$ cat src/mult_pkg.sv
package mult_pkg;

    // --------------------------------------------------
    // widths
    // --------------------------------------------------
    localparam int OPERAND_W  = 5;
    localparam int PRODUCT_W  = 2 * OPERAND_W;
    localparam int DIGIT_W    = 4;
    localparam int NUM_DIGITS = 4;
    localparam int NUM_STAGES = 3;   // thousands, hundreds, tens

    typedef logic [OPERAND_W-1:0]  operand_t;
    typedef logic [PRODUCT_W-1:0]  product_t;   // product or remainder
    typedef logic [DIGIT_W-1:0]    digit_t;
    typedef logic [7:0]            seg_t;       // active low, bit 0 is dp
    typedef logic [NUM_DIGITS-1:0] anode_t;     // active low
    typedef logic [1:0]            scan_pos_t;

    // --------------------------------------------------
    // digit and segment codes
    // --------------------------------------------------
    localparam digit_t DIGIT_BLANK = digit_t'(15);

    // patterns for 0 through 9, dp stays off
    localparam seg_t SEG_TABLE [10] = '{
        8'h03, 8'h9F, 8'h25, 8'h0D, 8'h99,
        8'h49, 8'h41, 8'h1F, 8'h01, 8'h09
    };

    localparam seg_t SEG_BLANK = 8'hFF;   // all segments dark

    // --------------------------------------------------
    // controller
    // --------------------------------------------------
    typedef enum logic {
        ST_WAIT  = 1'b0,
        ST_SHIFT = 1'b1
    } mult_state_t;

    typedef struct packed {
        logic load_operands;   // operand regs follow the inputs
        logic clear_acc;
        logic shift;           // multiplicand left, multiplier right
        logic acc_en;
    } mult_ctrl_t;

    // --------------------------------------------------
    // digit chain
    // --------------------------------------------------
    typedef struct packed {
        product_t rem;
        logic     lead_blank;  // all higher digits were blank
    } decade_t;

endpackage

$ cat src/shift_add_fsm.sv
`timescale 1ns/100ps

module shift_add_fsm (
    input  logic                clockin,
    input  logic                clk,
    input  logic                start,
    input  logic                multiplier_zero,
    output mult_pkg::mult_ctrl_t ctrl
);

    import mult_pkg::*;

    mult_state_t state_q;
    mult_state_t state_d;

    // --------------------------------------------------
    // state register
    // --------------------------------------------------
    always_ff @(posedge clockin or posedge clk) begin
        if (clk) begin
            state_q <= ST_WAIT;
        end else begin
            state_q <= state_d;
        end
    end

    // --------------------------------------------------
    // next state and outputs
    // --------------------------------------------------
    always_comb begin
        ctrl    = '0;
        state_d = state_q;

        case (state_q)
            ST_WAIT: begin
                // operands track the switches while idle
                ctrl.load_operands = 1'b1;
                if (start) begin
                    ctrl.clear_acc = 1'b1;   // fresh product
                    state_d        = ST_SHIFT;
                end
            end

            ST_SHIFT: begin
                ctrl.shift  = 1'b1;
                ctrl.acc_en = 1'b1;   // adds zero once multiplier is empty
                if (multiplier_zero) begin
                    state_d = ST_WAIT;
                end
            end

            default: begin
                state_d = ST_WAIT;
            end
        endcase
    end

endmodule

$ cat src/shift_add_datapath.sv
`timescale 1ns/100ps

module shift_add_datapath (
    input  logic                 clockin,
    input  logic                 clk,
    input  mult_pkg::operand_t   operand_a,
    input  mult_pkg::operand_t   operand_b,
    input  mult_pkg::mult_ctrl_t ctrl,
    output logic                 multiplier_zero,
    output mult_pkg::product_t   product
);

    import mult_pkg::*;

    product_t mcand_q;   // multiplicand, widened to product width
    operand_t mplier_q;  // multiplier
    product_t acc_q;     // running product
    product_t addend;

    // --------------------------------------------------
    // multiplicand, shifts left
    // --------------------------------------------------
    always_ff @(posedge clockin or posedge clk) begin
        if (clk) begin
            mcand_q <= '0;
        end else if (ctrl.load_operands) begin
            mcand_q <= {{(PRODUCT_W - OPERAND_W){1'b0}}, operand_a};
        end else if (ctrl.shift) begin
            mcand_q <= {mcand_q[PRODUCT_W-2:0], 1'b0};
        end
    end

    // --------------------------------------------------
    // multiplier, shifts right
    // --------------------------------------------------
    always_ff @(posedge clockin or posedge clk) begin
        if (clk) begin
            mplier_q <= '0;
        end else if (ctrl.load_operands) begin
            mplier_q <= operand_b;
        end else if (ctrl.shift) begin
            mplier_q <= {1'b0, mplier_q[OPERAND_W-1:1]};
        end
    end

    assign multiplier_zero = (mplier_q == '0);

    // partial product for the current multiplier bit
    assign addend = mplier_q[0] ? mcand_q : '0;

    // --------------------------------------------------
    // accumulator
    // --------------------------------------------------
    // 31 x 31 = 961 fits, no carry needed
    always_ff @(posedge clockin or posedge clk) begin
        if (clk) begin
            acc_q <= '0;
        end else if (ctrl.clear_acc) begin
            acc_q <= '0;
        end else if (ctrl.acc_en) begin
            acc_q <= acc_q + addend;
        end
    end

    assign product = acc_q;   // holds between runs

endmodule

$ cat src/decade_stage.sv
`timescale 1ns/100ps

module decade_stage #(
    parameter int weight = 1000   // place value of this digit
) (
    input  mult_pkg::decade_t upper,
    output mult_pkg::decade_t lower,
    output mult_pkg::digit_t  digit
);

    import mult_pkg::*;

    digit_t digit_val;
    logic   is_blank;

    // largest k in 0..9 with k * weight <= remainder
    always_comb begin
        digit_val = '0;
        for (int k = 1; k <= 9; k++) begin
            if (int'(upper.rem) >= k * weight) begin
                digit_val = digit_t'(k);   // last hit wins
            end
        end
    end

    // zero digit stays dark while nothing above it lit
    assign is_blank = upper.lead_blank && (digit_val == '0);

    assign digit            = is_blank ? DIGIT_BLANK : digit_val;
    assign lower.rem        = upper.rem - product_t'(int'(digit_val) * weight);
    assign lower.lead_blank = is_blank;

endmodule

$ cat src/digit_scanner.sv
`timescale 1ns/100ps

module digit_scanner #(
    parameter int scan_div_bits = 16
) (
    input  logic                                     clockin,
    input  logic                                     clk,
    input  mult_pkg::digit_t [mult_pkg::NUM_STAGES-1:0] digits,
    input  mult_pkg::decade_t                        ones,
    output mult_pkg::seg_t                           sseg,
    output mult_pkg::anode_t                         anode
);

    import mult_pkg::*;

    logic [scan_div_bits-1:0] tick_cnt;
    logic                     tick;       // one cycle per scan step
    scan_pos_t                scan_pos;
    digit_t                   cur_digit;

    // --------------------------------------------------
    // scan timing
    // --------------------------------------------------
    assign tick = &tick_cnt;   // about to wrap

    always_ff @(posedge clockin or posedge clk) begin
        if (clk) begin
            tick_cnt <= '0;
        end else begin
            tick_cnt <= tick_cnt + 1'b1;
        end
    end

    always_ff @(posedge clockin or posedge clk) begin
        if (clk) begin
            scan_pos <= '0;
        end else if (tick) begin
            scan_pos <= scan_pos + 1'b1;   // wraps 3 -> 0
        end
    end

    // --------------------------------------------------
    // digit select
    // --------------------------------------------------
    // position 0 is thousands, last position is ones
    always_comb begin
        if (scan_pos == scan_pos_t'(NUM_DIGITS - 1)) begin
            // final remainder is below ten, never blanked
            cur_digit = ones.rem[DIGIT_W-1:0];
        end else begin
            cur_digit = digits[scan_pos];
        end
    end

    // --------------------------------------------------
    // segment decode
    // --------------------------------------------------
    always_comb begin
        if (cur_digit <= digit_t'(9)) begin
            sseg = SEG_TABLE[cur_digit];
        end else begin
            sseg = SEG_BLANK;   // DIGIT_BLANK and unused codes
        end
    end

    // one low anode per position, 1110 first
    assign anode = ~(anode_t'(1) << scan_pos);

endmodule

$ cat src/mult_display_top.sv
`timescale 1ns/100ps

module mult_display_top #(
    parameter int scan_div_bits = 16
) (
    input  logic               clockin,
    input  logic               clk,
    input  mult_pkg::operand_t operand_a,
    input  mult_pkg::operand_t operand_b,
    input  logic               start,
    output mult_pkg::seg_t     sseg,
    output mult_pkg::anode_t   anode
);

    import mult_pkg::*;

    mult_ctrl_t                ctrl;
    logic                      multiplier_zero;
    product_t                  product;
    decade_t                   chain [NUM_STAGES+1];   // remainder between stages
    digit_t [NUM_STAGES-1:0]   digits;

    // --------------------------------------------------
    // shift-and-add multiplier
    // --------------------------------------------------
    shift_add_fsm u_fsm (
        .clockin         (clockin),
        .clk             (clk),
        .start           (start),
        .multiplier_zero (multiplier_zero),
        .ctrl            (ctrl)
    );

    shift_add_datapath u_datapath (
        .clockin         (clockin),
        .clk             (clk),
        .operand_a       (operand_a),
        .operand_b       (operand_b),
        .ctrl            (ctrl),
        .multiplier_zero (multiplier_zero),
        .product         (product)
    );

    // --------------------------------------------------
    // binary to decimal, thousands first
    // --------------------------------------------------
    assign chain[0] = '{rem: product, lead_blank: 1'b1};

    for (genvar i = 0; i < NUM_STAGES; i++) begin : g_decade
        decade_stage #(
            .weight (10 ** (NUM_STAGES - i))   // 1000, 100, 10
        ) u_stage (
            .upper (chain[i]),
            .lower (chain[i+1]),
            .digit (digits[i])
        );
    end

    digit_scanner #(
        .scan_div_bits (scan_div_bits)
    ) u_scanner (
        .clockin (clockin),
        .clk     (clk),
        .digits  (digits),
        .ones    (chain[NUM_STAGES]),
        .sseg    (sseg),
        .anode   (anode)
    );

endmodule

$ cat config.mk
export PLATFORM = sky130hd
export DESIGN_NAME = mult_display_top
export DESIGN_NICKNAME = d
export VERILOG_FILES = /design/src/mult_pkg.sv /design/src/shift_add_fsm.sv /design/src/shift_add_datapath.sv /design/src/decade_stage.sv /design/src/digit_scanner.sv /design/src/mult_display_top.sv
export SDC_FILE = /design/constraint.sdc
export NUM_CORES = 1
export LEC_CHECK = 0
export BUFFER_PORTS_ARGS = -buffer_cell sky130_fd_sc_hd__buf_2
export CAP_MARGIN = 30
export CELL_PAD_IN_SITES_DETAIL_PLACEMENT = 0
export CELL_PAD_IN_SITES_GLOBAL_PLACEMENT = 1
export CORE_MARGIN = 4
export CORE_UTILIZATION = 40
export DETAILED_ROUTE_END_ITERATION = 7
export PLACE_DENSITY_LB_ADDON = 0.2
export SYNTH_ARGS = -nofsm -noshare
export SYNTH_HDL_FRONTEND = slang
export SYNTH_SLANG_ARGS = --single-unit
export TNS_END_PERCENT = 20
$ cat constraint.sdc
create_clock -name clockin -period 12 [get_ports clockin]
set_input_delay 1.2 -clock clockin [delete_from_list [all_inputs] [get_ports clockin]]
set_output_delay 1.2 -clock clockin [all_outputs]
set_load 0.01 [all_outputs]
==> impl_metrics.toml <==
[yosys]
yosysUniqueCellTypes = 66
ys_ff_latch = 44
ys.flop_type = "dfrtp_1"
syn_nets = 498
ys_warn_count = 0
synth_area_sq_mm = 0.00389
synth_area_per_cell_sq_um = 8.85
async_flop_share_pct = 100
netlist_instances = 439
synth_edf_count = 0
yosysSeqAreaShare_pct = 28.3

[setup_path]
r2r_end = "u_datapath.product[9]"
worstSetupEndpointType = "primary output"
cp.arrival_ns = 7.79
reg2reg_depth = 12
worstReg2RegStart = "u_datapath.mplier_q[0]"
crit_path_max_fanout = 9
cpMostUsedCell = "ha_1"
regToRegSetupSlack_ns = 9.32
worstPathRequired_ns = 10.80
critical_path_class = "reg2out"
critPathLaunchType = "flop"
crit_end = "sseg[7]"
slowest_stage = "o41a_1"
critical_path.startpoint = "u_datapath.product[4]"
crit_path_max_incr_delay_ns = 0.46

[global_route]
track_usage_pct = 14.5
grt_max_degree = 45
antenna_found_initial = 0
gr-total-overflow = 0
grt_pass1_wl_mm = 13.8
grt_pass1_vias = 2964

[cells_and_area]
ff_latch_area_sq_mm = 0.00110
nNetsFinal = 517
nFillCells = 919
multi_input_area_sq_mm = 0.00257
n_antenna_cell = 0
final_common_cell = "dfrtp_1"
area_delta_synth_final_pct = 8.53
drive_above_1_share_pct = 12.9
final_cell_mix = "dfrtp_1 (44), ha_1 (42), inv_1 (41), nand2_1 (36), nor2_1 (25)"

[route]
drcViolationCount = 0
wl_met1_mm = 3.82
drt_iter0_markers = 91
final_antenna_net_count = 0
firstDrtPassIters = 7
via_per_inst = 5.26
vias = 3093
wire_per_inst_microns = 13.3
dr_wl_met2_mm = 3.68
wl_mm = 7.84
met3_length_microns = 223
highest_layer = "met4"

[timing]
slew_viol_final = 0
setup-violations-final = 0
finClkSkew_ns = 0.00867
period_share_pct = 74.9
max_freq_mhz = 111
finalSetupTns_ns = 0
hold_viol = 0
max_slew_margin_pct = 48.7
rsz0062_at_grt = "false"
tightest_slew_ns = 0.769
finalCriticalPeriod_ns = 8.99
hold_ws_ns = 0.474

[flow_run]
max_cap_violations = 0

[clock_tree]
cts_max_level = 2
numCtsBuffers = 5
cts_root_buf = "clkbuf_8"
cts_num_sinks = 44
hold_buffers = 0
post_cts_buffers = 0
clk_pin_slew_ns = 0.08
cts_resized = 0
cts_buffer_depth = 2
insertion_delay_ns = 0.29
cts_tree = "built"

[placed_design]
portBuffers = 23
dp_hpwl_mm = 6.20
gp_congestion = 0.843

[floorplanning]
row_count = 35
die_w_microns = 107
boundaryPins = 25
die_h_microns = 107
core_sq_mm = 0.00933
start_util_pct = 41.7
die_area_sq_mm = 0.0114

[hold_path]
min_path_type = "reg2reg"

[outcome]
status = "finished clean"
-- layer usage --
| metal | vias up | track usage, % |
|---|---|---|
| met5 | - | 0 |
| met4 | 0 | 3.84 |
| met3 | 9 | 1.70 |
| met2 | 50 | 23.8 |
| met1 | 1450 | 20.1 |
| li1 | 1584 | - |
-- state kept, by name (all words and copies together), names as in the netlist --
name	count
u_fsm.state_q	1
u_scanner.tick_cnt	16
u_datapath.mcand_q	10
u_datapath.product	10
u_datapath.mplier_q	5
u_scanner.scan_pos	2
-- worst min-delay path by stage --
stage / startpoint / endpoint / cells after the start
floorplan: u_scanner.tick_cnt[4] / u_scanner.tick_cnt[4] / 1
global placement: u_scanner.tick_cnt[6] / u_scanner.tick_cnt[6] / 1
detailed placement: u_scanner.tick_cnt[4] / u_scanner.tick_cnt[4] / 1
CTS: u_scanner.tick_cnt[6] / u_scanner.tick_cnt[6] / 1
global route: u_scanner.tick_cnt[6] / u_scanner.tick_cnt[6] / 1
finish: u_scanner.tick_cnt[6] / u_scanner.tick_cnt[6] / 1
-- cell type report --
cell class              count  share of cell area, %
clock buffers               7                   1.81
clock inverters             1                  0.208
inverters                  43                   3.95
multi-input cells         339                   60.8
flip-flops and latches     44                   26.1
well taps                 129                   3.83
repair buffers             25                   3.26
-- cell usage after synthesis (all sizes together) (3+ instances only) --
cell type	instances	area, sq um
inv	42	158
xnor2	25	226
xor2	9	78.8
a21oi	23	119
a22oi	4	30.0
a221oi	4	35.0
o21bai	4	30.0
nor2b	6	37.5
a31oi	6	37.5
dfrtp	44	1100
nor2	25	93.8
o2111ai	3	26.3
mux2	8	90.1
nor3	11	55.1
nand3	17	85.1
clkbuf	11	41.3
and2	18	115
nand2	36	135
a211oi	3	22.5
or2	4	25.0
o211ai	3	22.5
o31ai	6	45.0
a21o	8	60.1
nand2b	9	66.3
o21ai	20	100
fa	4	80.1
or4	3	26.3
and3	4	25.0
ha	42	526
-- worst max-delay path, delay by kind of cell, from the launching register on --
kind | cells | cell delay (ns)
AOI/OAI and AO/OA | 6 | 1.72
DFF | 1 | 0.42
buffers and inverters | 6 | 0.60
xor gates and xnor gates | 2 | 0.36
adders and majority gates | 8 | 2.20
muxes | 1 | 0.28
and+or+nand+nor | 10 | 1.95
-- kinds of logic (layout without fill, tap and decap cells) --
family	Yosys count	in the layout	share of synthesized area, %
and+or+nand+nor	141	141	18.5
other	1	1	0.0965
muxes	12	12	3.99
buffers and inverters	56	76	5.63
DFF	44	44	28.3
AOI/OAI and AO/OA	103	103	19.1
xor gates and xnor gates	35	35	8.50
adders and majority gates	47	47	15.8
-- through the flow --
stage          cells  worst slack, ns  area [sq um]  utilization [%]
2_1_floorplan    439             3.97          3890                -
3_3_place_gp     579             3.51          4120             44.1
3_5_place_dp     580             3.31          4130             44.3
4_1_cts          588             2.98          4220             45.2
5_1_grt          588             2.46          4220             45.2
6_report         588             3.01          4220             45.2
Power is not shown: default switching activity piles up to over one toggle a cycle in this logic, so the estimate is an artifact.
